**src/include/acq_timing_defines.svh**
```systemverilog
`ifndef ACQ_TIMING_DEFINES_SVH
`define ACQ_TIMING_DEFINES_SVH

////////////////////////////////////////////////////////////
// configuration field widths
////////////////////////////////////////////////////////////

// trigger delay, counted in sync ticks
`define TRIG_DELAY_W 12

// hold-off from window start to first stored sample
`define HOLD_OFF_W 7

// samples stored per acquisition
`define NUM_SMPLS_W 10

// sync tick period minus one, in fastClk cycles
`define SYNC_PERIOD_W 8

// store window counter, holds hold-off plus sample count
`define SAMPLE_CTR_W 11

////////////////////////////////////////////////////////////
// fixed phase lengths in fastClk cycles
////////////////////////////////////////////////////////////

// adc warm-up, roughly 9.24 us at a 2.8 ns clock
`define WARMUP_CYCLES 3300

// adc alignment phase
`define ALIGN_CYCLES 560

// shared warm-up / align phase counter
`define ALIGN_CTR_W 12

`endif

```
**src/design/acq_timing_pkg.sv**
```systemverilog
`include "acq_timing_defines.svh"

package acq_timing_pkg;

	////////////////////////////////////////////////////////////
	// sequencer state
	////////////////////////////////////////////////////////////

	// one-hot, one bit per phase of the acquisition
	typedef enum logic [3:0] {
		IDLE     = 4'b0001,
		WARM_UP  = 4'b0010,
		SAMPLING = 4'b0100,
		ALIGN    = 4'b1000
	} acq_state_t;

	////////////////////////////////////////////////////////////
	// configuration fields
	////////////////////////////////////////////////////////////

	// delay from trigger in sync ticks
	typedef logic [`TRIG_DELAY_W-1:0] trig_delay_t;

	// cycles from window start to store strobe
	typedef logic [`HOLD_OFF_W-1:0] hold_off_t;

	// length of the store strobe
	typedef logic [`NUM_SMPLS_W-1:0] num_smpls_t;

	// tick spacing minus one
	typedef logic [`SYNC_PERIOD_W-1:0] sync_period_t;

	////////////////////////////////////////////////////////////
	// counters
	////////////////////////////////////////////////////////////

	// store window position
	typedef logic [`SAMPLE_CTR_W-1:0] sample_ctr_t;

	// warm-up and align share this one
	typedef logic [`ALIGN_CTR_W-1:0] phase_ctr_t;

endpackage

```
**src/design/ring_clock_sync.sv**
```systemverilog
`include "acq_timing_defines.svh"

module ring_clock_sync (
	input  logic                         fastClk,
	input  logic                         arst_n,
	input  logic                         ring_clk,
	input  logic                         ring_edge_sel,
	input  logic                         use_ext_sync,
	input  acq_timing_pkg::sync_period_t sync_period,
	output logic                         sync_tick
);

	// two-flop synchroniser plus one history flop
	logic ring_a;
	logic ring_b;
	logic ring_c;

	// selected ring clock edge, one cycle wide
	logic ring_edge;

	// tick generator
	logic                         running;
	acq_timing_pkg::sync_period_t sync_cnt;

	////////////////////////////////////////////////////////////
	// ring clock synchroniser and edge select
	////////////////////////////////////////////////////////////

	always_ff @(posedge fastClk or negedge arst_n) begin
		if (!arst_n) begin
			ring_a <= 1'b0;
			ring_b <= 1'b0;
			ring_c <= 1'b0;
		end else begin
			// ring_a may go metastable, ring_b settles it
			ring_a <= ring_clk;
			ring_b <= ring_a;
			ring_c <= ring_b;
		end
	end

	// sel high -> rising edge, low -> falling edge
	assign ring_edge = ring_edge_sel ? (ring_b & ~ring_c) : (~ring_b & ring_c);

	////////////////////////////////////////////////////////////
	// sync tick generator
	////////////////////////////////////////////////////////////

	// start latch
	// ext mode waits for the first selected edge
	always_ff @(posedge fastClk or negedge arst_n) begin
		if (!arst_n) begin
			running <= 1'b0;
		end else if (!running) begin
			running <= use_ext_sync ? ring_edge : 1'b1;
		end
	end

	// free running divider once started
	always_ff @(posedge fastClk or negedge arst_n) begin
		if (!arst_n) begin
			sync_cnt  <= '0;
			sync_tick <= 1'b0;
		end else if (!running) begin
			sync_cnt  <= '0;
			sync_tick <= 1'b0;
		end else if (sync_cnt == sync_period) begin
			// wrap, tick lands one cycle later
			sync_cnt  <= '0;
			sync_tick <= 1'b1;
		end else begin
			sync_cnt  <= sync_cnt + 1'b1;
			sync_tick <= 1'b0;
		end
	end

	////////////////////////////////////////////////////////////
	// checks
	////////////////////////////////////////////////////////////

	// period of at least two cycles gives isolated ticks
	a_tick_isolated : assert property (
		@(posedge fastClk) disable iff (!arst_n)
		(sync_tick && (sync_period != '0)) |=> !sync_tick
	) else $error("sync_tick high on two consecutive cycles");

endmodule

```
**src/design/acq_sequencer.sv**
```systemverilog
`include "acq_timing_defines.svh"

module acq_sequencer (
	input  logic                        fastClk,
	input  logic                        arst_n,
	input  logic                        trig,
	input  logic                        sync_tick,
	input  acq_timing_pkg::trig_delay_t trig_delay,
	input  acq_timing_pkg::hold_off_t   sample_hold_off,
	input  acq_timing_pkg::num_smpls_t  num_smpls,
	input  logic                        sampling_done,
	output logic                        sample_start,
	output acq_timing_pkg::hold_off_t   hold_off,
	output acq_timing_pkg::num_smpls_t  win_smpls,
	output logic                        adc_powerup,
	output logic                        adc_align_en,
	output acq_timing_pkg::acq_state_t  state
);

	// last count of each timed phase
	localparam acq_timing_pkg::phase_ctr_t WARMUP_LAST = `WARMUP_CYCLES - 1;
	localparam acq_timing_pkg::phase_ctr_t ALIGN_LAST  = `ALIGN_CYCLES - 1;

	// trigger seen, counting ticks in IDLE
	logic armed;
	logic arm_req;

	acq_timing_pkg::trig_delay_t delay_q;
	acq_timing_pkg::trig_delay_t tick_cnt;
	acq_timing_pkg::phase_ctr_t  phase_cnt;

	// only an idle, unarmed sequencer takes a trigger
	assign arm_req = (state == acq_timing_pkg::IDLE) && !armed && trig;

	////////////////////////////////////////////////////////////
	// configuration capture
	////////////////////////////////////////////////////////////

	// one set of values for the whole acquisition
	always_ff @(posedge fastClk) begin
		if (arm_req) begin
			delay_q   <= trig_delay;
			hold_off  <= sample_hold_off;
			win_smpls <= num_smpls;
		end
	end

	////////////////////////////////////////////////////////////
	// acquisition FSM
	////////////////////////////////////////////////////////////

	always_ff @(posedge fastClk or negedge arst_n) begin
		if (!arst_n) begin
			state        <= acq_timing_pkg::IDLE;
			armed        <= 1'b0;
			tick_cnt     <= '0;
			phase_cnt    <= '0;
			sample_start <= 1'b0;
			adc_powerup  <= 1'b0;
			adc_align_en <= 1'b0;
		end else begin
			// start pulse is a single cycle
			sample_start <= 1'b0;
			case (state)
				acq_timing_pkg::IDLE: begin
					if (arm_req) begin
						armed    <= 1'b1;
						tick_cnt <= '0;
					end else if (armed && (tick_cnt == delay_q)) begin
						// delay reached, power the adc
						armed       <= 1'b0;
						state       <= acq_timing_pkg::WARM_UP;
						adc_powerup <= 1'b1;
						phase_cnt   <= '0;
					end else if (armed && sync_tick) begin
						tick_cnt <= tick_cnt + 1'b1;
					end
				end
				acq_timing_pkg::WARM_UP: begin
					if (phase_cnt == WARMUP_LAST) begin
						// hand the window to store_window
						state        <= acq_timing_pkg::SAMPLING;
						sample_start <= 1'b1;
					end else begin
						phase_cnt <= phase_cnt + 1'b1;
					end
				end
				acq_timing_pkg::SAMPLING: begin
					// wait for the end of the store window
					if (sampling_done) begin
						state        <= acq_timing_pkg::ALIGN;
						adc_align_en <= 1'b1;
						phase_cnt    <= '0;
					end
				end
				acq_timing_pkg::ALIGN: begin
					if (phase_cnt == ALIGN_LAST) begin
						// align done, adc back off
						state        <= acq_timing_pkg::IDLE;
						adc_align_en <= 1'b0;
						adc_powerup  <= 1'b0;
					end else begin
						phase_cnt <= phase_cnt + 1'b1;
					end
				end
				default: begin
					// illegal encoding, recover to idle
					state        <= acq_timing_pkg::IDLE;
					armed        <= 1'b0;
					adc_align_en <= 1'b0;
					adc_powerup  <= 1'b0;
				end
			endcase
		end
	end

	////////////////////////////////////////////////////////////
	// checks
	////////////////////////////////////////////////////////////

	a_state_onehot : assert property (
		@(posedge fastClk) disable iff (!arst_n)
		$onehot(state)
	) else $error("sequencer state not one-hot");

	// align only ever runs on a powered adc
	a_align_powered : assert property (
		@(posedge fastClk) disable iff (!arst_n)
		adc_align_en |-> adc_powerup
	) else $error("adc_align_en high without adc_powerup");

endmodule

```
**src/design/store_window.sv**
```systemverilog
`include "acq_timing_defines.svh"

module store_window (
	input  logic                       fastClk,
	input  logic                       arst_n,
	input  logic                       sample_start,
	input  acq_timing_pkg::hold_off_t  hold_off,
	input  acq_timing_pkg::num_smpls_t win_smpls,
	output logic                       store_strb,
	output logic                       sampling_done
);

	// window running
	logic counting;

	acq_timing_pkg::sample_ctr_t sample_cnt;
	acq_timing_pkg::sample_ctr_t cnt_nxt;

	// window edges in counter units
	acq_timing_pkg::sample_ctr_t win_start;
	acq_timing_pkg::sample_ctr_t win_end;

	logic hit_start;
	logic hit_end;

	////////////////////////////////////////////////////////////
	// window compares
	////////////////////////////////////////////////////////////

	assign win_start = {{(`SAMPLE_CTR_W - `HOLD_OFF_W){1'b0}}, hold_off};
	assign win_end   = win_start + {{(`SAMPLE_CTR_W - `NUM_SMPLS_W){1'b0}}, win_smpls};

	// start pulse restarts from zero
	assign cnt_nxt = sample_start ? '0 : sample_cnt + 1'b1;

	// compare against the value being loaded
	// so the strobe lines up with the count
	assign hit_start = (cnt_nxt == win_start);
	assign hit_end   = (cnt_nxt == win_end);

	////////////////////////////////////////////////////////////
	// sample counter and strobes
	////////////////////////////////////////////////////////////

	always_ff @(posedge fastClk or negedge arst_n) begin
		if (!arst_n) begin
			counting      <= 1'b0;
			sample_cnt    <= '0;
			store_strb    <= 1'b0;
			sampling_done <= 1'b0;
		end else begin
			sampling_done <= 1'b0;
			if (sample_start || counting) begin
				sample_cnt <= cnt_nxt;
				if (hit_end) begin
					// end wins, covers a zero sample count
					counting      <= 1'b0;
					store_strb    <= 1'b0;
					sampling_done <= 1'b1;
				end else begin
					counting <= 1'b1;
					if (hit_start) begin
						store_strb <= 1'b1;
					end
				end
			end
		end
	end

	////////////////////////////////////////////////////////////
	// checks
	////////////////////////////////////////////////////////////

	// strobe lives strictly inside the counting window
	a_strb_in_window : assert property (
		@(posedge fastClk) disable iff (!arst_n)
		store_strb |-> counting
	) else $error("store_strb high outside the store window");

endmodule

```
**src/design/acq_timing_top.sv**
```systemverilog
`include "acq_timing_defines.svh"

module acq_timing_top (
	input  logic                         fastClk,
	input  logic                         arst_n,
	input  logic                         ring_clk,
	input  logic                         ring_edge_sel,
	input  logic                         use_ext_sync,
	input  acq_timing_pkg::sync_period_t sync_period,
	input  logic                         trig,
	input  acq_timing_pkg::trig_delay_t  trig_delay,
	input  acq_timing_pkg::hold_off_t    sample_hold_off,
	input  acq_timing_pkg::num_smpls_t   num_smpls,
	output logic                         sync_tick,
	output logic                         adc_powerup,
	output logic                         adc_align_en,
	output logic                         store_strb,
	output acq_timing_pkg::acq_state_t   state
);

	// sequencer to store window
	logic                       sample_start;
	acq_timing_pkg::hold_off_t  hold_off;
	acq_timing_pkg::num_smpls_t win_smpls;

	// store window back to sequencer
	logic sampling_done;

	////////////////////////////////////////////////////////////
	// ring clock edges into sync ticks
	////////////////////////////////////////////////////////////

	ring_clock_sync ring_clock_sync_i (
		.fastClk       (fastClk),
		.arst_n        (arst_n),
		.ring_clk      (ring_clk),
		.ring_edge_sel (ring_edge_sel),
		.use_ext_sync  (use_ext_sync),
		.sync_period   (sync_period),
		.sync_tick     (sync_tick)
	);

	////////////////////////////////////////////////////////////
	// acquisition sequencer
	////////////////////////////////////////////////////////////

	acq_sequencer acq_sequencer_i (
		.fastClk         (fastClk),
		.arst_n          (arst_n),
		.trig            (trig),
		.sync_tick       (sync_tick),
		.trig_delay      (trig_delay),
		.sample_hold_off (sample_hold_off),
		.num_smpls       (num_smpls),
		.sampling_done   (sampling_done),
		.sample_start    (sample_start),
		.hold_off        (hold_off),
		.win_smpls       (win_smpls),
		.adc_powerup     (adc_powerup),
		.adc_align_en    (adc_align_en),
		.state           (state)
	);

	////////////////////////////////////////////////////////////
	// store strobe window
	////////////////////////////////////////////////////////////

	store_window store_window_i (
		.fastClk       (fastClk),
		.arst_n        (arst_n),
		.sample_start  (sample_start),
		.hold_off      (hold_off),
		.win_smpls     (win_smpls),
		.store_strb    (store_strb),
		.sampling_done (sampling_done)
	);

endmodule

```
**config.mk**
```make
export PLATFORM = sky130hd
export DESIGN_NAME = acq_timing_top
export DESIGN_NICKNAME = d
export VERILOG_FILES = /design/src/design/acq_timing_pkg.sv /design/src/design/ring_clock_sync.sv /design/src/design/acq_sequencer.sv /design/src/design/store_window.sv /design/src/design/acq_timing_top.sv
export VERILOG_INCLUDE_DIRS = /design/src /design/src/include
export SDC_FILE = /design/constraint.sdc
export NUM_CORES = 1
export LEC_CHECK = 0
export ABC_AREA = 1
export BUFFER_PORTS_ARGS = -buffer_cell sky130_fd_sc_hd__buf_2
export CAP_MARGIN = 10
export CORE_MARGIN = 1
export CORE_UTILIZATION = 45
export CTS_CLUSTER_DIAMETER = 30
export DETAILED_ROUTE_END_ITERATION = 10
export PLACE_DENSITY = 0.66
export SYNTH_ARGS = -nofsm -noshare
export SYNTH_HDL_FRONTEND = slang
export SYNTH_SLANG_ARGS = --single-unit
```
**constraint.sdc**
```tcl
create_clock -name fastClk -period 5.9 [get_ports fastClk]
set_input_delay 0 -clock fastClk [delete_from_list [all_inputs] [get_ports fastClk]]
set_output_delay 0 -clock fastClk [all_outputs]
set_load 0.005 [all_outputs]
```
# Yosys cells after proc, flatten, opt, wreduce, memory -nomap -nowiden
# Index checks and enable logic that the tools add are counted.
# Widths: inputs -> output; s select.
[op_classes]
n_addsub = 5
n_mul = 0
div = 0
magnitude_cmp = 0
n_eq_ne = 19
shifts = 0
muxes = 39
bitwise_logic = 7
reduce_logical = 19
[ops]
columns = ["op", "count"]
rows = [
  ["$mux 12", 8],
  ["$pmux 12 s4", 1],
  ["$add 12x1->12 const B", 2],
  ["$mux 4", 5],
  ["$mux 1", 18],
  ["$mux 8", 2],
  ["$pmux 4 s4", 1],
  ["$eq 12x10->1 const B", 1],
  ["$eq 12x12->1", 1],
  ["$eq 12x12->1 const B", 1],
  ["$add 11x1->11 const B", 1],
  ["$add 7x10->11", 1],
  ["$eq 11x11->1", 1],
  ["$eq 11x7->1", 1],
  ["$mux 11", 1],
  ["$add 8x1->8 const B", 1],
  ["$eq 8x8->1", 1],
  ["$ne 2x1->1 const B", 4],
  ["$ne 2x2->1 const B", 4],
  ["$pmux 1 s3", 2],
  ["$reduce_and 3->1", 2],
  ["$reduce_and 6->1", 1],
  ["$not 1->1", 5],
  ["$reduce_and 5->1", 1],
  ["other kinds (16)", 23],
]
[word_totals]
regBits = 88
latchBits = 0
ram_bits = 0
romBits = 0
mem_count = 0

# Longest topological paths before layout
# Gate-level depths: netlist of the first run.
[logic_depth]
word_depth = 5
depth_mapped = 16
depth_no_buf = 16

# Cells and area by module
# A second synthesis of the first run with hierarchy kept.
[hier_totals]
hier_cells = 765
area_unflattened_um2 = 5611.6
[by_module_without_submodules]
columns = ["module", "instances", "cells_per_inst", "area_per_inst_um2", "seq_area_each_um2"]
rows = [
  ["acq_sequencer", 1, 405, 3253.1, 1672.9],
  ["store_window", 1, 280, 1695.4, 350.3],
  ["ring_clock_sync", 1, 80, 663.1, 325.3],
]

# Worst setup path after synthesis of the first run
# Ideal clock, no wire load.
[synth_timing]
kind = "reg2reg"
from = "reg acq_sequencer_i.hold_off[0]"
to = "reg store_window_i.sampling_done"
t_arrival_ns = 1.919
required_ns = 5.828
setup_slack_ns = 3.909
path_stages_with_launch = 11
path_buffers = 0
period_less_slack_ns = 1.991
path_cell_list = "edfxtp_1 ha_1 fa_1 xor2_1 or2_2 nand3_1 nor3_1 nand2_1 nor2_1 nand4_1 nor2_1"
[synth_between]
elab_chain_cells = 4
[synth_rtl]
columns = ["element", "line", "source"]
rows = [
  ["start, declared", "acq_sequencer.sv:13", "output acq_timing_pkg::hold_off_t hold_off,"],
  ["start signal, assigned", "acq_sequencer.sv:43", "hold_off <= sample_hold_off;"],
  ["$add 7x10->11", "store_window.sv:31", "assign win_end = win_start + {{(`SAMPLE_CTR_W - `NUM_SMPLS_W){1'b0}}, win_smpls};"],
  ["$eq 11x11->1", "store_window.sv:39", "assign hit_end = (cnt_nxt == win_end);"],
  ["$mux 1", "store_window.sv:55", "if (hit_end) begin"],
  ["$mux 1", "store_window.sv:53", "if (sample_start || counting) begin"],
  ["end signal, assigned", "store_window.sv:50", "sampling_done <= 1'b0;"],
  ["end signal, assigned", "store_window.sv:52", "sampling_done <= 1'b0;"],
  ["end signal, assigned", "store_window.sv:59", "sampling_done <= 1'b1;"],
  ["end, declared", "store_window.sv:10", "output logic sampling_done"],
]
# Every way passes these cells.
# A chain may end at the register's enable or synchronous reset.

# Worst setup path after layout of the first run
[layout_timing]
from = "reg acq_sequencer_i.state[0]"
to = "reg acq_sequencer_i.tick_cnt[11]"
[layout_between]
elab_chain_cells = 5
elab_cells_between_ends = 7
cone_classes = "eq/ne: 2; mux: 1; reduce/logical: 4"
[layout_rtl]
columns = ["element", "line", "source"]
rows = [
  ["start, declared", "acq_sequencer.sv:17", "output acq_timing_pkg::acq_state_t state"],
  ["start signal, assigned", "acq_sequencer.sv:54", "state <= acq_timing_pkg::IDLE;"],
  ["start signal, assigned", "acq_sequencer.sv:72", "state <= acq_timing_pkg::WARM_UP;"],
  ["start signal, assigned", "acq_sequencer.sv:82", "state <= acq_timing_pkg::SAMPLING;"],
  ["$eq 4x1->1 (*)", "acq_sequencer.sv:33", "assign arm_req = (state == acq_timing_pkg::IDLE) && !armed && trig;"],
  ["$logic_and 1x1->1 (*) (2 in series)", "acq_sequencer.sv:33", ""],
  ["via acq_sequencer_i.arm_req", "acq_sequencer.sv:26", "logic arm_req;"],
  ["$ne 2x1->1 (no source line) or $reduce_bool 2->1 (tied branches)", "n/a", ""],
  ["$reduce_and 3->1 (no source line)", "n/a", ""],
  ["end signal, assigned", "acq_sequencer.sv:76", "tick_cnt <= tick_cnt + 1'b1;"],
  ["end, declared", "acq_sequencer.sv:29", "acq_timing_pkg::trig_delay_t tick_cnt;"],
]
# Mark *: on every way through the listed nets, which the timed path passes. The rest lies on a longest branch.

==> summary.json, run 1 <==
{
  "synth": {
    "yosysUniqueCellTypes": 48,
    "postSynthAreaPerCell_sq_um": 8.10,
    "synth_ff_type": "sky130_fd_sc_hd__dfrtp_1",
    "synthesis.nets": 698,
    "yosysWarningCount": 0,
    "yosysSeqAreaShare": 0.451,
    "post_synth_inst_count": 643,
    "asyncSetResetFlopFracSynth": 0.670,
    "ff_latch_count_synth": 88,
    "synth_edf_count": 29,
    "syn-cell-area_sq_um": 5210
  },
  "worst_setup_path": {
    "critPathCaptureType": "flip-flop",
    "path_max_fanout": 31,
    "required_ns": 6.12,
    "critical_path_source_type": "flip-flop",
    "critical_path_arrival_ns": 2.86,
    "critical_path_class": "flip-flop to flip-flop",
    "regToRegStartpoint": "acq_sequencer_i.state[0]",
    "critPathLaunch": "acq_sequencer_i.state[0]"
  },
  "cells_and_area": {
    "fin_cells": 873,
    "layout.cells.most_common_list": "sky130_fd_sc_hd__nand2_1, sky130_fd_sc_hd__inv_1, sky130_fd_sc_hd__nand3_1",
    "multi_input_gate_area_in_the_final_layout_sq_um": 2500,
    "finalCoreUtilization": 0.559,
    "seq_cell_area_sq_um": 2350,
    "insertedDiodeCount": 0,
    "drive_above_1_share": 0.147,
    "layout_commonest_cell": "sky130_fd_sc_hd__nand2_1",
    "layout.filler_cells": 996,
    "fin_nets": 783,
    "area_growth_pct": 18.8
  },
  "clocking": {
    "cts_repair_resize_count": 0,
    "clock_tree_from_tritoncts": "built",
    "clk_pin_slew_worst_paths_ns": 0.06,
    "clock_sinks": 88,
    "numCtsBuffers": 9,
    "worstSkewPairLatency_ns": 0.34,
    "h-tree-depth": 3,
    "clockBufferDepth": 2,
    "root_buffer": "sky130_fd_sc_hd__clkbuf_16"
  },
  "die": {
    "initial_cell_density_of_the_core": 0.470,
    "coreArea_sq_um": 11100,
    "boundary_pins": 51,
    "chipHeight_microns": 110,
    "die_w_microns": 110,
    "rows": 38,
    "die_area_sq_um": 12000
  },
  "sta": {
    "finalSetupViolCount": 0,
    "fin_crit_ns": 2.65,
    "max_freq_mhz": 378,
    "fin_hold_ws_ns": 0.0553,
    "timing_worst_slew_pin_value_ns": 1.10,
    "relative_max_transition_margin": 0.268,
    "slew_viol_final": 0,
    "finalHoldViolCount": 0,
    "finalCritPeriodShare": 0.449,
    "setup_total_negative_slack_ns": 0,
    "unrepaired_setup_endpoints_after_global_routing": "no",
    "final.setup_skew_ns": 0.00820
  },
  "route": {
    "route.final.wire_length_mm": 11.5,
    "route.detailed.wl_per_inst_microns": 13.2,
    "antenna_violating_nets_post_route": 0,
    "vias": 4487,
    "drt_iter0_markers": 262,
    "vias_per_cell": 5.14,
    "drt_drc_violations_left": 0,
    "iteration_count_of_the_initial_detailed_routing_pass": 5
  },
  "placed_design": {
    "post-dp-hpwl_mm": 8.24,
    "post-place-cells": 824,
    "place_congestion": 0.940,
    "count_of_buffers_inserted_at_the_top_level_ports": 50
  },
  "power_and_ir_drop": {
    "total_power_draw_mw": 2.06,
    "power.density_cell_area_nw_per_um2": 332,
    "worst_ir_drop_vdd_mv": 0.231,
    "power.static_leakage_nw": 2.85
  },
  "hold_path": {
    "hold_start": "sync_period[6]",
    "holdCritPathClass": "input pin to flip-flop"
  },
  "global_route": {
    "antenna_found_initial": 0,
    "first_pass_grt_wire_length_mm": 19.7,
    "first_global_vias": 4256,
    "overflow": 0,
    "grt_start_max_net_pins": 60,
    "globalRouteTotalUtil": 0.215
  },
  "run_status": {
    "status": "completed"
  },
  "run": {
    "drv_cap": 0
  }
}
-- report_power, final --
group | internal, mW | leakage [nW] | switching, mW
registers | 0.749 | 1.05 | 0.0956
clock network | 0.331 | 0.144 | 0.229
logic | 0.243 | 1.65 | 0.408
total | 1.32 | 2.85 | 0.733
-- Yosys cell counts (2+ instances only) --
library cell / instances / share of area
sky130_fd_sc_hd__a211oi_1: 2 / 0.0029
sky130_fd_sc_hd__a21oi_1: 10 / 0.0096
sky130_fd_sc_hd__a21oi_2: 2 / 0.0034
sky130_fd_sc_hd__a31oi_1: 3 / 0.0036
sky130_fd_sc_hd__buf_4: 4 / 0.0058
sky130_fd_sc_hd__buf_6: 2 / 0.0043
sky130_fd_sc_hd__clkbuf_1: 3 / 0.0022
sky130_fd_sc_hd__dfrtp_1: 58 / 0.28
sky130_fd_sc_hd__edfxtp_1: 29 / 0.17
sky130_fd_sc_hd__ha_1: 11 / 0.026
sky130_fd_sc_hd__inv_1: 64 / 0.046
sky130_fd_sc_hd__inv_2: 13 / 0.0094
sky130_fd_sc_hd__nand2_1: 180 / 0.13
sky130_fd_sc_hd__nand2_2: 4 / 0.0048
sky130_fd_sc_hd__nand2_4: 2 / 0.0043
sky130_fd_sc_hd__nand3_1: 64 / 0.061
sky130_fd_sc_hd__nand3_2: 2 / 0.0038
sky130_fd_sc_hd__nand3b_1: 3 / 0.0043
sky130_fd_sc_hd__nand4_1: 15 / 0.018
sky130_fd_sc_hd__nor2_1: 54 / 0.039
sky130_fd_sc_hd__nor2_2: 4 / 0.0048
sky130_fd_sc_hd__nor2_4: 5 / 0.011
sky130_fd_sc_hd__nor3_1: 9 / 0.0086
sky130_fd_sc_hd__nor3_2: 2 / 0.0038
sky130_fd_sc_hd__nor3b_1: 3 / 0.0043
sky130_fd_sc_hd__nor4_1: 4 / 0.0048
sky130_fd_sc_hd__o21ai_0: 15 / 0.014
sky130_fd_sc_hd__o21ai_1: 10 / 0.0096
sky130_fd_sc_hd__o22ai_1: 2 / 0.0024
sky130_fd_sc_hd__or2_2: 4 / 0.0048
sky130_fd_sc_hd__xnor2_1: 15 / 0.025
sky130_fd_sc_hd__xor2_1: 29 / 0.049
-- cells by family after synthesis --
group | after synthesis | share of synthesized area
compound gates | 49 | 0.0562
xor+xnor | 44 | 0.0740
fa+ha+maj | 12 | 0.0303
buf+inv | 87 | 0.0687
flops | 88 | 0.451
simple gates | 363 | 0.320
-- worst paths after layout --
check / end / slack (ns) / depth (start not counted)
worst max-delay path: acq_sequencer_i.tick_cnt[11] / 3.25 / 6
worst min-delay path: ring_clock_sync_i.sync_tick / 0.06 / 5
worst max register to register: acq_sequencer_i.tick_cnt[11] / 3.25 / 6
worst min register to register: ring_clock_sync_i.ring_b / 0.35 / 0
max in group asynchronous: acq_sequencer_i.tick_cnt[11] / 5.05 / 3
min in group asynchronous: store_window_i.sample_cnt[5] / 0.34 / 3
-- per-stage QoR --
step	worst slack, ns	area [sq um]
2_1_floorplan	3.91	5210
3_3_place_gp	3.34	5570
3_5_place_dp	3.22	5570
4_1_cts	3.22	6190
5_1_grt	3.00	6190
6_report	3.25	6190
-- sequential cells by signal, indices dropped and copies added, names as in the netlist, 4 cells and up --
| signal | count |
|---|---|
| acq_sequencer_i.delay_q | 12 |
| ring_clock_sync_i.sync_cnt | 8 |
| store_window_i.sample_cnt | 11 |
| acq_sequencer_i.win_smpls | 10 |
| acq_sequencer_i.phase_cnt | 12 |
| acq_sequencer_i.tick_cnt | 12 |
| acq_sequencer_i.state | 4 |
| acq_sequencer_i.hold_off | 7 |
-- area by class of cell --
cell class / count / share of cell area
Clock inverter: 4 / 0.00728
Clock buffer: 12 / 0.0388
Inverter: 77 / 0.0467
Sequential cell: 88 / 0.379
Timing Repair Buffer: 84 / 0.0950
Tap cell: 140 / 0.0283
Multi-Input combinational cell: 468 / 0.404
-- metal layers --
layer	track usage	share of wire
met3	0.0456	0.054
met1	0.295	0.46
met5	0	0
met4	0.0943	0.019
met2	0.328	0.46
-- repair_timing --
item	4_1_cts	5_1_grt
buffers inserted	0	0
endpoints found under the hold margin	89	0
hold buffers	33	0
-- worst max-delay path, cell delays in order (launching register included) --
cell	delay [ns]
sky130_fd_sc_hd__dfstp_2	0.57
sky130_fd_sc_hd__nand2_1	0.10
sky130_fd_sc_hd__nor2_4	0.20
sky130_fd_sc_hd__nand3_1	0.38
sky130_fd_sc_hd__inv_1	0.95
sky130_fd_sc_hd__or2_2	0.24
sky130_fd_sc_hd__o21ai_1	0.06
Note: power is estimated with default switching activity, not from simulation.
==> inputs of run 2 (changes only) <==
--- a/config.mk
+++ b/config.mk
@@ -6,14 +6,14 @@
 export SDC_FILE = /design/constraint.sdc
 export NUM_CORES = 1
 export LEC_CHECK = 0
-export ABC_AREA = 1
+export ABC_AREA = 0
 export BUFFER_PORTS_ARGS = -buffer_cell sky130_fd_sc_hd__buf_2
 export CAP_MARGIN = 10
 export CORE_MARGIN = 1
 export CORE_UTILIZATION = 45
 export CTS_CLUSTER_DIAMETER = 30
 export DETAILED_ROUTE_END_ITERATION = 10
-export PLACE_DENSITY = 0.66
+export PLACE_DENSITY = 0.69
 export SYNTH_ARGS = -nofsm -noshare
 export SYNTH_HDL_FRONTEND = slang
 export SYNTH_SLANG_ARGS = --single-unit
==> constraint.sdc (replaced) <==
create_clock -name fastClk -period 2.3 [get_ports fastClk]
set_input_delay 0 -clock fastClk [delete_from_list [all_inputs] [get_ports fastClk]]
set_output_delay 0 -clock fastClk [all_outputs]
set_load 0.005 [all_outputs]
==> run 2 against run 1 <==
Compared with the run above:
- the run now ends with setup timing left
- die area shrank 9.0%
- clock-buffer cell count is the same
- worst setup slack lost 3.4 ns
- clock skew grew 0.0057 ns
- power grew 96%
- register-to-register slack lost 3.4 ns
- maximum frequency grew 6.7%
- largest cell class unchanged
==> summary.json, run 2 <==
{
  "die": {
    "chipHeight_microns": 105,
    "rows": 37,
    "die_w_microns": 105,
    "die_area_sq_um": 10900,
    "boundary_pins": 51,
    "initial_cell_density_of_the_core": 0.460,
    "coreArea_sq_um": 10300
  },
  "route": {
    "iteration_count_of_the_initial_detailed_routing_pass": 4,
    "route.final.wire_length_mm": 10.4,
    "drt_iter0_markers": 183,
    "drt_drc_violations_left": 0,
    "route.detailed.wl_per_inst_microns": 14.1,
    "vias": 3896,
    "vias_per_cell": 5.29,
    "antenna_violating_nets_post_route": 0
  },
  "hold_path": {
    "hold_start": "trig",
    "holdCritPathClass": "input pin to flip-flop",
    "worstHoldPathCells": 4,
    "hold_path_end": "acq_sequencer_i.armed"
  },
  "power_and_ir_drop": {
    "worst_ir_drop_vdd_mv": 0.494,
    "internal-power_mw": 2.82,
    "power_switching_share": 0.301,
    "seq_power_share": 0.492,
    "clockPowerShare": 0.261,
    "netSwitchingPower_mw": 1.22,
    "power.share.combinational": 0.247,
    "total_power_draw_mw": 4.04,
    "power.density_cell_area_nw_per_um2": 655,
    "power.static_leakage_nw": 2.61
  },
  "worst_setup_path": {
    "critical_path_arrival_ns": 2.70,
    "rrSetupSlack_ns": -0.18,
    "timing.reg2reg.worst_path_depth": 8,
    "critical-path-top-delay-family": "compound AO/OA/AOI/OAI gates",
    "path_max_fanout": 2,
    "required_ns": 2.52,
    "critical-path-max-stage-delay_ns": 0.40,
    "critical_path_class": "flip-flop to flip-flop",
    "critical_path_source_type": "flip-flop",
    "worstPathCellList": "ha_1 > a21o_1 > a2111oi_4 > o31ai_1 > xor2_1 > or3_4 > a2111oi_4 > a31oi_1",
    "path_common_cell": "sky130_fd_sc_hd__a2111oi_4",
    "regToRegStartpoint": "acq_sequencer_i.hold_off[1]",
    "worst_path_max_delay_cell": "sky130_fd_sc_hd__edfxtp_1",
    "critical_path_buf_inv_count": 0,
    "critPathCaptureType": "flip-flop",
    "critPathLaunch": "acq_sequencer_i.hold_off[1]",
    "reg2reg_to": "store_window_i.store_strb"
  },
  "sta": {
    "fin_crit_ns": 2.48,
    "finalHoldViolCount": 0,
    "postLayoutSetupSlackWorst_ns": -0.183,
    "unrepaired_setup_endpoints_after_global_routing": "yes",
    "max_freq_mhz": 403,
    "finalSetupViolCount": 2,
    "finalCritPeriodShare": 1.08,
    "slew_viol_final": 0,
    "timing_worst_slew_pin_value_ns": 0.550,
    "setup_total_negative_slack_ns": -0.356,
    "final.setup_skew_ns": 0.0139,
    "relative_max_transition_margin": 0.630
  },
  "global_route": {
    "first_pass_grt_wire_length_mm": 17.8,
    "grt_start_max_net_pins": 25,
    "first_global_vias": 3940,
    "most_used_layer_global_route": "met2",
    "globalRouteTotalUtil": 0.203,
    "overflow": 0,
    "grt_util_met2": 0.340,
    "antenna_found_initial": 0,
    "use_met3": 0.0250,
    "grt.met1_usage": 0.263
  },
  "synth": {
    "yosysWarningCount": 0,
    "synth_edf_count": 29,
    "ff_latch_count_synth": 88,
    "postSynthAreaPerCell_sq_um": 10.4,
    "yosysSeqAreaShare": 0.496,
    "post_synth_inst_count": 455,
    "synth.largest_area_cell": "sky130_fd_sc_hd__dfrtp_1",
    "synth_ff_type": "sky130_fd_sc_hd__dfrtp_1",
    "asyncSetResetFlopFracSynth": 0.670,
    "yosysUniqueCellTypes": 64,
    "netlist_top_cells_area": "sky130_fd_sc_hd__dfrtp_1, sky130_fd_sc_hd__edfxtp_1, sky130_fd_sc_hd__xnor2_1",
    "syn-cell-area_sq_um": 4730,
    "synth_common_cells": "sky130_fd_sc_hd__dfrtp_1, sky130_fd_sc_hd__nor2_1, sky130_fd_sc_hd__nand2_1",
    "synthMostInstantiatedCell": "sky130_fd_sc_hd__dfrtp_1",
    "synthesis.nets": 510,
    "netlist.area_leader.share": 0.307
  },
  "cells_and_area": {
    "drive_above_1_share": 0.261,
    "biggestRegsByFlops": "acq_sequencer_i.delay_q x12, acq_sequencer_i.phase_cnt x12, acq_sequencer_i.tick_cnt x12",
    "finalCoreUtilization": 0.600,
    "layout.cells.most_common_list": "sky130_fd_sc_hd__dfrtp_1, sky130_fd_sc_hd__buf_4, sky130_fd_sc_hd__buf_2",
    "area_growth_pct": 30.3,
    "fin_nets": 651,
    "fin_cells": 737,
    "layout_commonest_cell": "sky130_fd_sc_hd__dfrtp_1",
    "insertedDiodeCount": 0
  },
  "clocking": {
    "clockBufferDepth": 2,
    "root_buffer": "sky130_fd_sc_hd__clkbuf_8",
    "clock_sinks": 88,
    "worstSkewPairLatency_ns": 0.36,
    "numCtsBuffers": 9,
    "clock_tree_from_tritoncts": "built",
    "clk_pin_slew_worst_paths_ns": 0.10,
    "h-tree-depth": 3
  },
  "run": {
    "drv_cap": 0
  },
  "placed_design": {
    "count_of_buffers_inserted_at_the_top_level_ports": 50,
    "place_congestion": 0.889,
    "post-place-cells": 681,
    "post-dp-hpwl_mm": 7.57,
    "placement.setup.worst_slack_ns": -0.206
  },
  "run_status": {
    "failed_checks": "setup timing",
    "status": "finished, violations left"
  }
}
[run 2: cell types whose count changed after synthesis, sizes merged, moves of 6 or more]
cell and delta:
or2 -6, nand2 -148, a21oi +6, nor2 -11
xnor2 +20, nand4 -6, o21ai +8, o31ai +8
and3 +8, nand3 -44, inv -65
[run 2: layout make-up]
type,instances,area (sq um)
multi-input combinational,344,2380
tap,136,170
sequential,88,2350
clock buffer,12,166
inverter,12,45.0
fill,861,4110
timing repair buffer,141,1020
clock inverter,4,32.5
[run 2: logic make-up (layout without fill, tap and decap cells)]
kind of cell / Yosys count / after routing / synth area share
muxes: 6 / 6 / 0.0135
xor gates and xnor gates: 66 / 66 / 0.128
AOI/OAI and AO/OA: 82 / 82 / 0.114
buffers and inverters: 23 / 169 / 0.0206
and+or+nand+nor: 178 / 178 / 0.194
adders and majority gates: 12 / 12 / 0.0333
DFF: 88 / 88 / 0.496
[run 2: routing by layer]
layer / wire, microns / vias up
li1: - / 1922
met1: 4760 / 1877
met2: 5100 / 75
met3: 298 / 22
met4: 213 / 0
met5: 0 / -
[run 2: through the flow]
stage | hold slack [ns] | area, sq um
2_1_floorplan | -0.296 | 4740
3_3_place_gp | -0.0285 | 5500
3_5_place_dp | -0.0268 | 5500
4_1_cts | 0.0429 | 6050
5_1_grt | 0.0390 | 6160
6_report | 0.0407 | 6160
[run 2: power groups by stage]
stage          clock [mW]  sequential, mW  combinational [mW]
2_1_floorplan           0            1.98               0.628
3_3_place_gp            0            2.01               0.869
3_5_place_dp            0            2.02               0.909
4_1_cts              1.08            1.99               0.964
5_1_grt              1.15            2.02                1.12
6_report             1.05            1.99               0.998
[run 2: repair_timing]
action,in CTS,in global routing
hold buffers,33,0
gates resized for setup,4,16
pin swaps,5,4
endpoints found under the hold margin,49,0
endpoints found under the setup margin,8,20
setup buffers,1,6
[run 2: worst max-delay path by stage]
| stage | cells past startpoint | slack, ns | end |
|---|---|---|---|
| global placement | 9 | -0.11 | store_window_i.store_strb |
| CTS | 8 | -0.16 | store_window_i.store_strb |
| finish | 8 | -0.18 | store_window_i.store_strb |
| global route | 8 | -0.29 | store_window_i.store_strb |
| floorplan | 8 | -0.10 | store_window_i.store_strb |
| detailed placement | 9 | -0.21 | store_window_i.store_strb |
[run 2: worst register-to-register path: cells and delay by family (launching register included)]
kind            cells  cell delay, ns
fa+ha+maj           1            0.32
flops               1            0.40
simple gates        1            0.37
xor+xnor            1            0.19
compound gates      5            1.07
==> inputs of run 3 (changes only) <==
--- a/config.mk
+++ b/config.mk
@@ -13,7 +13,8 @@
 export CORE_UTILIZATION = 45
 export CTS_CLUSTER_DIAMETER = 30
 export DETAILED_ROUTE_END_ITERATION = 10
-export PLACE_DENSITY = 0.69
+export PLACE_DENSITY = 0.67
+export RECOVER_POWER = 100
 export SYNTH_ARGS = -nofsm -noshare
 export SYNTH_HDL_FRONTEND = slang
 export SYNTH_SLANG_ARGS = --single-unit
==> constraint.sdc (replaced) <==
create_clock -name fastClk -period 2.42 [get_ports fastClk]
set_input_delay 0 -clock fastClk [delete_from_list [all_inputs] [get_ports fastClk]]
set_output_delay 0 -clock fastClk [all_outputs]
set_load 0.005 [all_outputs]
==> run 3 against run 2 <==
Compared with the run above:
- the run still ends with setup timing left
- final area is 5.7% lower
- clock skew is 0.0028 ns lower
- global-route usage is 0.38 points lower
- via count is 3.9% lower
- die area stayed put
- clock-buffer cell count is 1 lower
- worst hold slack better by 0.10 ns
- register-to-register slack better by 0.04 ns
- sequential power is 5% lower
- critical path depth stayed put
- critical path type unchanged
- critical endpoint unchanged
==> summary.json, run 3 (same netlist as run 2, synthesis figures left out) <==
{
  "power_and_ir_drop": {
    "power.density_cell_area_nw_per_um2": 628,
    "power_switching_share": 0.307,
    "power.static_leakage_nw": 2.40,
    "power.share.combinational": 0.245,
    "internal-power_mw": 2.53,
    "worst_ir_drop_vdd_mv": 0.519,
    "seq_power_share": 0.519,
    "netSwitchingPower_mw": 1.12,
    "clockPowerShare": 0.237,
    "total_power_draw_mw": 3.65
  },
  "sta": {
    "fin_crit_ns": 2.56,
    "finalHoldViolCount": 0,
    "setup_total_negative_slack_ns": -0.298,
    "max_freq_mhz": 391,
    "unrepaired_setup_endpoints_after_global_routing": "yes",
    "finalSetupViolCount": 3,
    "timing_worst_slew_pin_value_ns": 1.20,
    "relative_max_transition_margin": 0.201,
    "slew_viol_final": 0,
    "finalCritPeriodShare": 1.06,
    "final.setup_skew_ns": 0.0111,
    "postLayoutSetupSlackWorst_ns": -0.141
  },
  "cells_and_area": {
    "multi_input_gate_area_in_the_final_layout_sq_um": 2310,
    "layout.filler_cells": 888,
    "seq_cell_area_sq_um": 2350,
    "layout_commonest_cell": "sky130_fd_sc_hd__dfrtp_1",
    "biggestRegsByFlops": "acq_sequencer_i.delay_q x12, acq_sequencer_i.phase_cnt x12, acq_sequencer_i.tick_cnt x12",
    "finalCoreUtilization": 0.565,
    "fin_nets": 624,
    "post-route-cell-area_sq_um": 5810,
    "area_growth_pct": 22.8,
    "layout.cells.most_common_list": "sky130_fd_sc_hd__dfrtp_1, sky130_fd_sc_hd__nor2_1, sky130_fd_sc_hd__buf_2",
    "insertedDiodeCount": 0,
    "drive_above_1_share": 0.183
  },
  "clocking": {
    "h-tree-depth": 3,
    "clock_sinks": 88,
    "numCtsBuffers": 9,
    "clk_pin_slew_worst_paths_ns": 0.08,
    "worstSkewPairLatency_ns": 0.36,
    "clockBufferDepth": 2,
    "root_buffer": "sky130_fd_sc_hd__clkbuf_8",
    "clock_tree_from_tritoncts": "built"
  },
  "route": {
    "antenna_violating_nets_post_route": 0,
    "iteration_count_of_the_initial_detailed_routing_pass": 4,
    "vias_per_cell": 5.28,
    "route.detailed.wl_per_inst_microns": 14.4,
    "drt_iter0_markers": 158,
    "vias": 3744,
    "drt_drc_violations_left": 0,
    "route.final.wire_length_mm": 10.2
  },
  "hold_path": {
    "holdCritPathClass": "input pin to flip-flop"
  },
  "global_route": {
    "globalRouteTotalUtil": 0.199,
    "overflow": 0,
    "antenna_found_initial": 0,
    "first_global_vias": 3718,
    "first_pass_grt_wire_length_mm": 17.3,
    "grt_start_max_net_pins": 29
  },
  "die": {
    "die_area_sq_um": 10900,
    "coreArea_sq_um": 10300,
    "boundary_pins": 51,
    "initial_cell_density_of_the_core": 0.460,
    "chipHeight_microns": 105,
    "rows": 37,
    "die_w_microns": 105
  },
  "worst_setup_path": {
    "critPathCaptureType": "flip-flop",
    "required_ns": 2.63,
    "critical_path_source_type": "flip-flop",
    "path_max_fanout": 2,
    "critical_path_class": "flip-flop to flip-flop",
    "critical_path_arrival_ns": 2.78
  },
  "placed_design": {
    "post-dp-hpwl_mm": 7.20,
    "place_congestion": 0.890,
    "count_of_buffers_inserted_at_the_top_level_ports": 50,
    "placed_cell_area_sq_um": 5310
  },
  "run": {
    "drv_cap": 0
  },
  "run_status": {
    "failed_checks": "setup timing",
    "status": "finished, violations left"
  }
}
run 3: area by class of cell:
cell class / count / share of cell area
well taps: 136 / 0.0293
clock inverters: 4 / 0.00409
clock buffers: 11 / 0.0226
multi-input cells: 344 / 0.397
inverters: 12 / 0.00775
flip-flops and latches: 88 / 0.404
repair buffers: 114 / 0.135
run 3: what timing repair did:
| action | in CTS | in global routing |
|---|---|---|
| pin swaps | 5 | 6 |
| hold endpoints to repair | 52 | 0 |
| resized for setup | 5 | 5 |
| setup endpoints to repair | 3 | 8 |
| setup buffers | 4 | 2 |
| hold buffers | 33 | 0 |
run 3: final timing paths:
check | end | depth (start not counted) | start | slack, ns
max | store_window_i.store_strb | 8 | acq_sequencer_i.win_smpls[1] | -0.14
min | ring_clock_sync_i.sync_tick | 4 | sync_period[7] | 0.14
max reg2reg | store_window_i.store_strb | 8 | acq_sequencer_i.win_smpls[1] | -0.14
min reg2reg | ring_clock_sync_i.ring_b | 0 | ring_clock_sync_i.ring_a | 0.36
max in group asynchronous | acq_sequencer_i.tick_cnt[7] | 3 | arst_n | 0.55
min in group asynchronous | acq_sequencer_i.phase_cnt[6] | 2 | arst_n | 0.42
run 3: power by group through the flow:
stage	sequential, mW	combinational (mW)	clock [mW]
2_1_floorplan	1.89	0.595	0
3_3_place_gp	1.92	0.791	0
3_5_place_dp	1.92	0.818	0
4_1_cts	1.89	0.896	0.886
5_1_grt	1.91	1.01	0.946
6_report	1.89	0.893	0.864
run 3: stage by stage:
step           hold WS, ns  worst slack (ns)  cells
2_1_floorplan       -0.296           0.00962    455
3_3_place_gp      -0.00538           -0.0574    655
3_5_place_dp      -0.00383            -0.157    655
4_1_cts              0.136           -0.0800    707
5_1_grt              0.156            -0.279    709
6_report             0.145            -0.141    709
run 3: metal layers:
| metal | vias to the layer above | global-route usage | share of wire |
|---|---|---|---|
| met1 | 1789 | 0.259 | 0.45 |
| met3 | 16 | 0.0412 | 0.042 |
| met5 | - | 0 | 0 |
| met4 | 0 | 0.0653 | 0.015 |
| met2 | 84 | 0.332 | 0.49 |
| li1 | 1855 | - | - |
run 3: worst max-delay path, cell delays in order (launching register included):
cell,delay (ns)
sky130_fd_sc_hd__edfxtp_1,0.41
sky130_fd_sc_hd__ha_1,0.31
sky130_fd_sc_hd__a21o_1,0.20
sky130_fd_sc_hd__a2111oi_4,0.35
sky130_fd_sc_hd__o31ai_2,0.11
sky130_fd_sc_hd__xor2_1,0.19
sky130_fd_sc_hd__or3_4,0.36
sky130_fd_sc_hd__a2111oi_4,0.38
sky130_fd_sc_hd__a31oi_1,0.12
